--- config.mk ---
export PLATFORM = sky130hd
export DESIGN_NAME = bd_chain_top
export DESIGN_NICKNAME = d
export VERILOG_FILES = /design/src/hw/bd_pkg.sv /design/src/hw/flit_fifo.sv /design/src/hw/router_input.sv /design/src/hw/output_port.sv /design/src/hw/bd_router.sv /design/src/hw/bd_chain_top.sv
export SDC_FILE = /design/constraint.sdc
export NUM_CORES = 1
export LEC_CHECK = 0
export ABC_AREA = 1
export BUFFER_PORTS_ARGS = -buffer_cell sky130_fd_sc_hd__buf_2
export CAP_MARGIN = 5
export CELL_PAD_IN_SITES_DETAIL_PLACEMENT = 1
export CELL_PAD_IN_SITES_GLOBAL_PLACEMENT = 2
export CORE_UTILIZATION = 44
export DETAILED_ROUTE_END_ITERATION = 8
export PLACE_DENSITY_LB_ADDON = 0.2
export REMOVE_ABC_BUFFERS = 1
export SYNTH_ARGS = -nofsm -noshare
export SYNTH_HDL_FRONTEND = slang
export SYNTH_SLANG_ARGS = --single-unit
export TNS_END_PERCENT = 100
--- constraint.sdc ---
create_clock -name BD_in_clk -period 5.8 [get_ports BD_in_clk]
set_clock_uncertainty 0.2 [all_clocks]
set_input_delay 0.29 -clock BD_in_clk [delete_from_list [all_inputs] [get_ports BD_in_clk]]
set_output_delay 0.29 -clock BD_in_clk [all_outputs]
set_load 0.05 [all_outputs]
--- src/hw/bd_pkg.sv ---
package bd_pkg;

  // node ids are three bits wide, which caps the chain at eight routers
  localparam int NODE_BITS = 3;
  localparam int SEQ_BITS  = 4;

  // a flit is one link beat, and last closes the wormhole behind it
  typedef struct packed {
    logic       last;
    logic [9:0] payload;
  } flit_t;

  // forward half of a link; the credit bit runs back on its own wire
  typedef struct packed {
    logic  valid;
    flit_t flit;
  } link_t;

  typedef enum logic [1:0] {
    PORT_TOP   = 2'd0,
    PORT_BOT   = 2'd1,
    PORT_LOCAL = 2'd2
  } port_e;

  typedef enum logic {
    WORM_IDLE = 1'b0,
    WORM_BUSY = 1'b1
  } worm_e;

  // head payload is {dest[2:0], src[2:0], seq[3:0]}
  function automatic logic [NODE_BITS-1:0] head_dest(flit_t f);
    return f.payload[9:7];
  endfunction

  function automatic logic [NODE_BITS-1:0] head_src(flit_t f);
    return f.payload[6:4];
  endfunction

  function automatic logic [SEQ_BITS-1:0] head_seq(flit_t f);
    return f.payload[3:0];
  endfunction

  function automatic flit_t make_head(logic [NODE_BITS-1:0] dest, logic [NODE_BITS-1:0] src,
                                      logic [SEQ_BITS-1:0] seq, logic last);
    flit_t f;
    f.last    = last;
    f.payload = {dest, src, seq};
    return f;
  endfunction

endpackage

--- src/hw/flit_fifo.sv ---
`timescale 1ns/1ps

module flit_fifo import bd_pkg::*; #(
  parameter int FIFO_DEPTH = 4
) (
  input  logic  BD_in_clk,
  input  logic  rst_n,
  input  link_t wr_link,
  input  logic  pop,
  output flit_t head,
  output logic  not_empty,
  output logic  credit
);

  localparam int PW = $clog2(FIFO_DEPTH);
  localparam int CW = $clog2(FIFO_DEPTH + 1);

  flit_t         mem [FIFO_DEPTH];
  logic [PW-1:0] wr_ptr;
  logic [PW-1:0] rd_ptr;
  logic [CW-1:0] count;

  // depth is a power of two, so the pointers simply wrap
  always_ff @(posedge BD_in_clk) begin
    if (!rst_n) begin
      wr_ptr <= '0;
      rd_ptr <= '0;
      count  <= '0;
      credit <= 1'b0;
    end else begin
      if (wr_link.valid) begin
        wr_ptr <= wr_ptr + 1'b1;
      end
      if (pop) begin
        rd_ptr <= rd_ptr + 1'b1;
      end
      count  <= count + CW'(wr_link.valid) - CW'(pop);
      // one credit goes back upstream for every slot freed
      credit <= pop;
    end
  end

  always_ff @(posedge BD_in_clk) begin
    if (wr_link.valid) begin
      mem[wr_ptr] <= wr_link.flit;
    end
  end

  assign head      = mem[rd_ptr];
  assign not_empty = (count != '0);

  // a write into a full buffer means the upstream sender overdrew its credits
  a_no_overflow: assert property (@(posedge BD_in_clk) disable iff (!rst_n)
    !(wr_link.valid && (count == CW'(FIFO_DEPTH))));

  // the output arbiter must never take a flit that is not there
  a_no_underflow: assert property (@(posedge BD_in_clk) disable iff (!rst_n)
    !(pop && (count == '0)));

endmodule

--- src/hw/router_input.sv ---
`timescale 1ns/1ps

module router_input import bd_pkg::*; #(
  parameter int NODE_ID    = 0,
  parameter int NUM_NODES  = 2,
  parameter int FIFO_DEPTH = 4
) (
  input  logic  BD_in_clk,
  input  logic  rst_n,
  input  link_t in_link,
  input  logic  pop,
  output logic  credit,
  output flit_t head,
  output logic  req,
  output port_e req_port
);

  localparam logic [NODE_BITS-1:0] MY_ID = NODE_BITS'(NODE_ID);

  logic  not_empty;
  port_e route;
  port_e hold_port;
  worm_e state;

  flit_fifo #(
    .FIFO_DEPTH (FIFO_DEPTH)
  ) u_fifo (
    .BD_in_clk (BD_in_clk),
    .rst_n     (rst_n),
    .wr_link   (in_link),
    .pop       (pop),
    .head      (head),
    .not_empty (not_empty),
    .credit    (credit)
  );

  // dimension order along the chain: lower ids sit toward top
  always_comb begin
    if (head_dest(head) == MY_ID) begin
      route = PORT_LOCAL;
    end else if (head_dest(head) < MY_ID) begin
      route = PORT_TOP;
    end else begin
      route = PORT_BOT;
    end
  end

  // body flits carry no address, so they follow the port latched at the head
  assign req_port = (state == WORM_BUSY) ? hold_port : route;
  assign req      = not_empty;

  always_ff @(posedge BD_in_clk) begin
    if (!rst_n) begin
      state     <= WORM_IDLE;
      hold_port <= PORT_LOCAL;
    end else if (pop) begin
      if (head.last) begin
        state <= WORM_IDLE;
      end else begin
        state <= WORM_BUSY;
        if (state == WORM_IDLE) begin
          hold_port <= route;
        end
      end
    end
  end

  // the end ports of the chain are tied off, which is only safe
  // while every head addresses a node that exists
  a_dest_in_chain: assert property (@(posedge BD_in_clk) disable iff (!rst_n)
    (not_empty && (state == WORM_IDLE)) |-> (int'(head_dest(head)) < NUM_NODES));

endmodule

--- src/hw/output_port.sv ---
`timescale 1ns/1ps

module output_port import bd_pkg::*; #(
  parameter int    FIFO_DEPTH = 4,
  parameter port_e OUT_PORT   = PORT_LOCAL
) (
  input  logic            BD_in_clk,
  input  logic            rst_n,
  input  logic     [2:0]  req,
  input  port_e    [2:0]  req_port,
  input  flit_t    [2:0]  head,
  input  logic            credit_in,
  output logic     [2:0]  pop,
  output link_t           out_link
);

  localparam int CW = $clog2(FIFO_DEPTH + 1);

  logic  [2:0]    cand;
  logic  [CW-1:0] credits;
  worm_e          state;
  port_e          owner;
  port_e          last_win;
  port_e          pick;
  logic           pick_ok;
  port_e          sel;
  logic           sel_ok;
  logic           send;
  logic           out_valid_q;
  flit_t          out_flit_q;

  always_comb begin
    for (int i = 0; i < 3; i++) begin
      cand[i] = req[i] && (req_port[i] == OUT_PORT);
    end
  end

  // round robin: the input right after the last winner has top priority,
  // so the loop runs backward and the nearest candidate overwrites the rest
  always_comb begin : arb
    int j;
    pick    = last_win;
    pick_ok = 1'b0;
    for (int k = 3; k >= 1; k--) begin
      j = (int'(last_win) + k) % 3;
      if (cand[j]) begin
        pick    = port_e'(j[1:0]);
        pick_ok = 1'b1;
      end
    end
  end

  // a locked worm ignores everyone except its owner
  assign sel    = (state == WORM_BUSY) ? owner : pick;
  assign sel_ok = (state == WORM_BUSY) ? cand[owner] : pick_ok;
  assign send   = sel_ok && (credits != '0);
  assign pop    = send ? (3'b001 << sel) : 3'b000;

  always_ff @(posedge BD_in_clk) begin
    if (!rst_n) begin
      state       <= WORM_IDLE;
      owner       <= PORT_TOP;
      last_win    <= PORT_LOCAL;
      credits     <= CW'(FIFO_DEPTH);
      out_valid_q <= 1'b0;
    end else begin
      credits     <= credits - CW'(send) + CW'(credit_in);
      out_valid_q <= send;
      if (send) begin
        if (state == WORM_IDLE) begin
          last_win <= sel;
          owner    <= sel;
        end
        state <= head[sel].last ? WORM_IDLE : WORM_BUSY;
      end
    end
  end

  always_ff @(posedge BD_in_clk) begin
    if (send) begin
      out_flit_q <= head[sel];
    end
  end

  assign out_link = '{valid: out_valid_q, flit: out_flit_q};

  // more credits than buffer slots means the far side returned one too many
  a_credit_bound: assert property (@(posedge BD_in_clk) disable iff (!rst_n)
    credits <= CW'(FIFO_DEPTH));

endmodule

--- src/hw/bd_router.sv ---
`timescale 1ns/1ps

module bd_router import bd_pkg::*; #(
  parameter int NODE_ID    = 0,
  parameter int NUM_NODES  = 2,
  parameter int FIFO_DEPTH = 4
) (
  input  logic  BD_in_clk,
  input  logic  rst_n,
  input  link_t top_in,
  input  link_t bot_in,
  input  link_t local_in,
  input  logic  top_credit_in,
  input  logic  bot_credit_in,
  input  logic  local_credit_in,
  output link_t top_out,
  output link_t bot_out,
  output link_t local_out,
  output logic  top_credit_out,
  output logic  bot_credit_out,
  output logic  local_credit_out
);

  // every vector below is indexed by port_e
  link_t [2:0]      in_l;
  link_t [2:0]      out_l;
  logic  [2:0]      cr_in;
  logic  [2:0]      cr_out;
  flit_t [2:0]      head;
  logic  [2:0]      req;
  port_e [2:0]      req_port;
  logic  [2:0]      in_pop;
  logic  [2:0][2:0] pop_m;

  assign in_l[PORT_TOP]    = top_in;
  assign in_l[PORT_BOT]    = bot_in;
  assign in_l[PORT_LOCAL]  = local_in;
  assign cr_in[PORT_TOP]   = top_credit_in;
  assign cr_in[PORT_BOT]   = bot_credit_in;
  assign cr_in[PORT_LOCAL] = local_credit_in;

  assign top_out          = out_l[PORT_TOP];
  assign bot_out          = out_l[PORT_BOT];
  assign local_out        = out_l[PORT_LOCAL];
  assign top_credit_out   = cr_out[PORT_TOP];
  assign bot_credit_out   = cr_out[PORT_BOT];
  assign local_credit_out = cr_out[PORT_LOCAL];

  // at most one output pops a given input, since each input asks for one port
  always_comb begin
    in_pop = '0;
    for (int o = 0; o < 3; o++) begin
      in_pop |= pop_m[o];
    end
  end

  for (genvar g = 0; g < 3; g++) begin : g_port
    router_input #(
      .NODE_ID    (NODE_ID),
      .NUM_NODES  (NUM_NODES),
      .FIFO_DEPTH (FIFO_DEPTH)
    ) u_in (
      .BD_in_clk (BD_in_clk),
      .rst_n     (rst_n),
      .in_link   (in_l[g]),
      .pop       (in_pop[g]),
      .credit    (cr_out[g]),
      .head      (head[g]),
      .req       (req[g]),
      .req_port  (req_port[g])
    );

    output_port #(
      .FIFO_DEPTH (FIFO_DEPTH),
      .OUT_PORT   (port_e'(g))
    ) u_out (
      .BD_in_clk (BD_in_clk),
      .rst_n     (rst_n),
      .req       (req),
      .req_port  (req_port),
      .head      (head),
      .credit_in (cr_in[g]),
      .pop       (pop_m[g]),
      .out_link  (out_l[g])
    );
  end

endmodule

--- src/hw/bd_chain_top.sv ---
`timescale 1ns/1ps

module bd_chain_top import bd_pkg::*; #(
  parameter int NUM_NODES  = 2,
  parameter int FIFO_DEPTH = 4
) (
  input  logic                  BD_in_clk,
  input  logic                  rst_n,
  input  link_t [NUM_NODES-1:0] inj,
  input  logic  [NUM_NODES-1:0] ej_credit,
  output logic  [NUM_NODES-1:0] inj_credit,
  output link_t [NUM_NODES-1:0] ej
);

  // dn_link[k] feeds the top input of node k, dn_cr[k] is that input's credit
  // up_link[k] is the top output of node k, which feeds the bot input of node k-1
  // up_cr[k] carries credits from the bot input of node k-1 up to node k
  link_t [NUM_NODES:0] dn_link;
  logic  [NUM_NODES:0] dn_cr;
  link_t [NUM_NODES:0] up_link;
  logic  [NUM_NODES:0] up_cr;

  // chain ends see an idle link that never grants a credit
  assign dn_link[0]         = '0;
  assign up_cr[0]           = 1'b0;
  assign up_link[NUM_NODES] = '0;
  assign dn_cr[NUM_NODES]   = 1'b0;

  for (genvar n = 0; n < NUM_NODES; n++) begin : g_node
    bd_router #(
      .NODE_ID    (n),
      .NUM_NODES  (NUM_NODES),
      .FIFO_DEPTH (FIFO_DEPTH)
    ) u_router (
      .BD_in_clk        (BD_in_clk),
      .rst_n            (rst_n),
      .top_in           (dn_link[n]),
      .bot_in           (up_link[n+1]),
      .local_in         (inj[n]),
      .top_credit_in    (up_cr[n]),
      .bot_credit_in    (dn_cr[n+1]),
      .local_credit_in  (ej_credit[n]),
      .top_out          (up_link[n]),
      .bot_out          (dn_link[n+1]),
      .local_out        (ej[n]),
      .top_credit_out   (dn_cr[n]),
      .bot_credit_out   (up_cr[n+1]),
      .local_credit_out (inj_credit[n])
    );
  end

endmodule

==> impl_results.md <==
- Outcome: complete, no violations
- Vias in the first global route: 11017
- Post-synth cell types: 48
- Num CTS Buffers: 37
- Max-cap viol count: 0
- R2R depth: 25
- Setup violations, final: 0
- Simple-Gate Fraction of Synth Area: between 10% and 20%
- Startpoint Class: flip-flop
- Via density: between 5 and 6
- Leakage: 0.00714 uW
- Drt pass-1 iters: 5
- Worst-path clk slew: 0.06 ns
- Clock tree buffer depth: 3
- Post-cts resize count: 0
- WHS Path Cells: 3
- Post-synth ARST share: 0%
- Nets@finish: 1655
- Rows: 66
- Net Sw Power: 4990 uW
- Setup Slack @ Placement: 0.840 ns
- Num Clock Sinks: ~320
- Min Tclk post-route: slightly below 5 ns
- Number of synthesized flops with an enable pin: 220
- Syn Inst Count: 1490
- Routed vias: roughly 10000
- Final Wtd Congestion: approximately 0.81
- Synth Area in Adders: under 10%
- Top_reg_cell synth: edfxtp_1
- Switching Fraction: between 40 and 50%
- Die area: between 30000 and 40000 sq um
- Critical Path AT: roughly 5.2 ns
- Synth Area in Compound Gates: under 10%
- Power Total: between 10000 and 15000 uW
- Per-cell routed wire length: roughly 18 um
- I/O pin count: 54
- Pins Over Slew Limit: 0
- Detailed Place HPWL: around 26000 um
- CTS tree: built
- Mapped cell area: between 10000 and 15000 sq um
- Congestion Overflow GR: 0
- XOR/XNOR Fraction of Synth Area: 0.888%
- Seq/Total Area, Yosys: approximately three fifths
- CP Capture Type: flip-flop
- Setup_tns: 0 ns
- Worst-Margin Slew: around 1.0 ns
- Peak VDD IR: about 0.30 mV
- Yosys reg bits: 324
- Area Overhead vs Synth: 14.6%
- WS Path Type: reg2reg
- Root buffer cell: clkbuf_16
- Fmax achieved: about 200 MHz
- CTS H-tree depth: 2
- Initial antenna violation count: 0
- Final hold vios: 0
- Combinational share of power: between 40% and 50%
- Post-route clock period utilization: between 80% and 90%
- Flop pwr share: around 33%
- Die X-Extent: approximately 190 um
- Final WS setup: roughly 0.85 ns
- First-pass GRT wire length: ~58000 um
- Largest net degree at the start of global routing: 57
- Final ANT Viol Nets: 0
- Setup Fix Bufs, Post-CTS: 0
- GRT Resource Usage Total: between 20% and 30%
- Dpl cells: about 1900
- Mux contribution to synthesized area: 0.0677%
- Initial drt markers: approximately 510
- RSZ-0062 raised after global routing: no
- Clock power share: between 20% and 30%
- # DRC: 0
- Internal power: between 6000 and 7000 uW
- Crit path max fanout: 23
- Die H: about 190 um
- N_diodes: 0
- Cell Count, Final, Fillers Out: about 2000
- Core area: approximately 33000 sq um
- Pwr per Cell Area: approximately 670 nW/um^2
- Clk_lat worst skew: between 0.5 and 0.6 ns
- Hold crit path type: in2reg
- Final WL: between 30000 and 40000 um
- Required @ worst endpoint: about 6.0 ns
- Starting Density: 45.1%
- Relative slew slack: between 30% and 40%
- Layout cells sized above 1: between 10% and 20%
- Final Util: between 50 and 60%
- Largest family of logic cells by synthesized area: simple AND/OR/NAND/NOR gates
- Port buffer count: 53
- Synth Area per Inst: 9.93 sq um
- Synthesis Warnings: 0
## cell usage after synthesis (2+ instances only)
cell type,n,area [sq um]
nand2_1,383,1440
nand3_4,4,70.1
nor3_1,14,70.1
inv_2,15,56.3
a31oi_1,4,25.0
o21ai_2,2,17.5
buf_4,9,67.6
buf_6,3,33.8
nand4_2,2,25.0
nor2_4,3,33.8
nand3_1,80,400
buf_2,7,35.0
a21oi_1,73,365
xnor2_1,9,78.8
nand4_1,11,68.8
nand3_2,9,90.1
clkbuf_1,28,105
o21ai_1,4,20.0
fa_1,8,160
o211ai_1,4,30.0
nand2_4,8,90.1
nor2_1,101,379
inv_1,177,664
o21bai_1,2,15.0
a21oi_2,3,26.3
nor2_2,5,31.3
a21oi_4,2,32.5
nand3b_1,3,22.5
nand2_2,15,93.8
or2_2,10,62.6
xor2_1,6,52.6
edfxtp_1,220,6610
o21ai_0,33,165
and3_1,2,12.5
dfxtp_1,104,2080
a32o_1,31,310
ha_1,52,651
o22ai_1,34,213
## per-stage QoR
step,hold slack [ns],instance area (sq um)
4_1_cts,0.170,16900
3_5_place_dp,0.252,15400
2_1_floorplan,0.159,14500
3_3_place_gp,0.240,15400
6_report,0.177,16900
5_1_grt,0.197,16900
## routing by layer
layer	vias up	global-route usage (%)	share of wire [%]
li1	5155	-	-
met1	5119	28.9	47
met2	173	38.1	48
met3	42	3.24	3.3
met4	0	5.52	1.7
met5	-	0	0
## worst paths after layout
check | from | end | slack [ns]
max reg2reg | flip-flop | g_node[0].u_router.g_port[2].u_in.u_fifo.count[2] | 0.85
min | rst_n | g_node[1].u_router.g_port[2].u_out.credits[2] | 0.18
max | flip-flop | g_node[0].u_router.g_port[2].u_in.u_fifo.count[2] | 0.85
min reg2reg | g_node[1].u_router.g_port[2].u_in.u_fifo.count[2] | g_node[1].u_router.g_port[2].u_in.u_fifo.count[2] | 0.27
## worst max-delay path, cell delays in order, from the launching register on
cell and delay [ns]:
dfxtp_1 0.56, inv_2 0.44, nand2_1 0.11, nand2_1 0.08
nand2_1 0.06, nand2_1 0.12, nor2_1 0.06, nand2_1 0.16
nand4_1 0.24, inv_2 0.13, nand2_1 0.09, nand2_1 0.07
nor2_1 0.05, a21oi_2 0.81, nand3_1 0.17, nand2_1 0.11
inv_2 0.05, nand2_4 0.10, ha_1 0.24, inv_1 0.06
ha_1 0.13, inv_1 0.05, fa_1 0.37, xor2_1 0.16
o21ai_0 0.15, a21oi_1 0.05
## final cells by class
type | instances | area, sq um
Fill cell | 3631 | 15800
Sequential cell | 324 | 8690
Multi-Input combinational cell | 927 | 5140
Clock buffer | 43 | 1010
Inverter | 192 | 721
Timing Repair Buffer | 85 | 571
Tap cell | 442 | 553
Clock inverter | 24 | 262
## cells by family (layout without fill, tap and decap cells)
| logic type | count (synthesis) | after routing |
|---|---|---|
| buf+inv | 239 | 344 |
| mux | 1 | 1 |
| xor+xnor | 15 | 15 |
| flops | 324 | 324 |
| compound gates | 198 | 198 |
| fa+ha+maj | 60 | 60 |
| simple gates | 653 | 653 |
## layout by cell type, fill, tap and decap left out, types with 4 or more instances in the layout
cell           instances
inv_1                177
nor2_2                 5
a32o_1                31
dfxtp_1              104
dlygate4sd3_1         26
bufinv_16              4
fa_1                   8
nand2_4                8
o21ai_1                4
nand2_2               15
nand2_1              383
o22ai_1               34
o211ai_1               4
nand3_2                9
ha_1                  52
edfxtp_1             220
a31oi_1                4
a21oi_1               73
nand3_4                4
xnor2_1                9
buf_2                 53
nand3_1               80
buf_4                  6
clkbuf_16             39
nor3_1                14
or2_2                 10
nand4_1               11
clkinv_2               9
o21ai_0               33
xor2_1                 6
nor2_1               101
inv_2                 15
clkinvlp_4             4
## state kept, by name, indices dropped and copies added, names as in the netlist, named ones only
name                                       flops
g_node.u_router.g_port.u_in.u_fifo.count      18
g_node.u_router.g_port.u_out.owner            10
g_node.u_router.g_port.u_in.state              4
g_node.u_router.g_port.u_out.out_valid_q       4
g_node.u_router.g_port.u_in.hold_port          8
g_node.u_router.g_port.u_in.u_fifo.wr_ptr      8
g_node.u_router.g_port.u_out.last_win          8
g_node.u_router.g_port.u_in.u_fifo.credit      4
g_node.u_router.g_port.u_in.u_fifo.rd_ptr      8
g_node.u_router.g_port.u_out.out_link         44
g_node.u_router.g_port.u_out.credits          18
g_node.u_router.g_port.u_out.state             6
g_node.u_router.g_port.u_in.u_fifo.mem       176
## power by group through the flow
stage               logic [uW]  clock network, uW  registers (uW)
floorplan                 3410                  0            3900
global placement          5020                  0            3700
detailed placement        5180                  0            3740
CTS                       5260               2470            3690
global route              5870               2550            3740
finish                    5200               2420            3680
## timing repair
action,CTS,global route
hold buffers,26,0
hold endpoints to repair,96,0
endpoints found under the setup margin,0,0
Note: power is estimated with default switching activity, not from simulation.
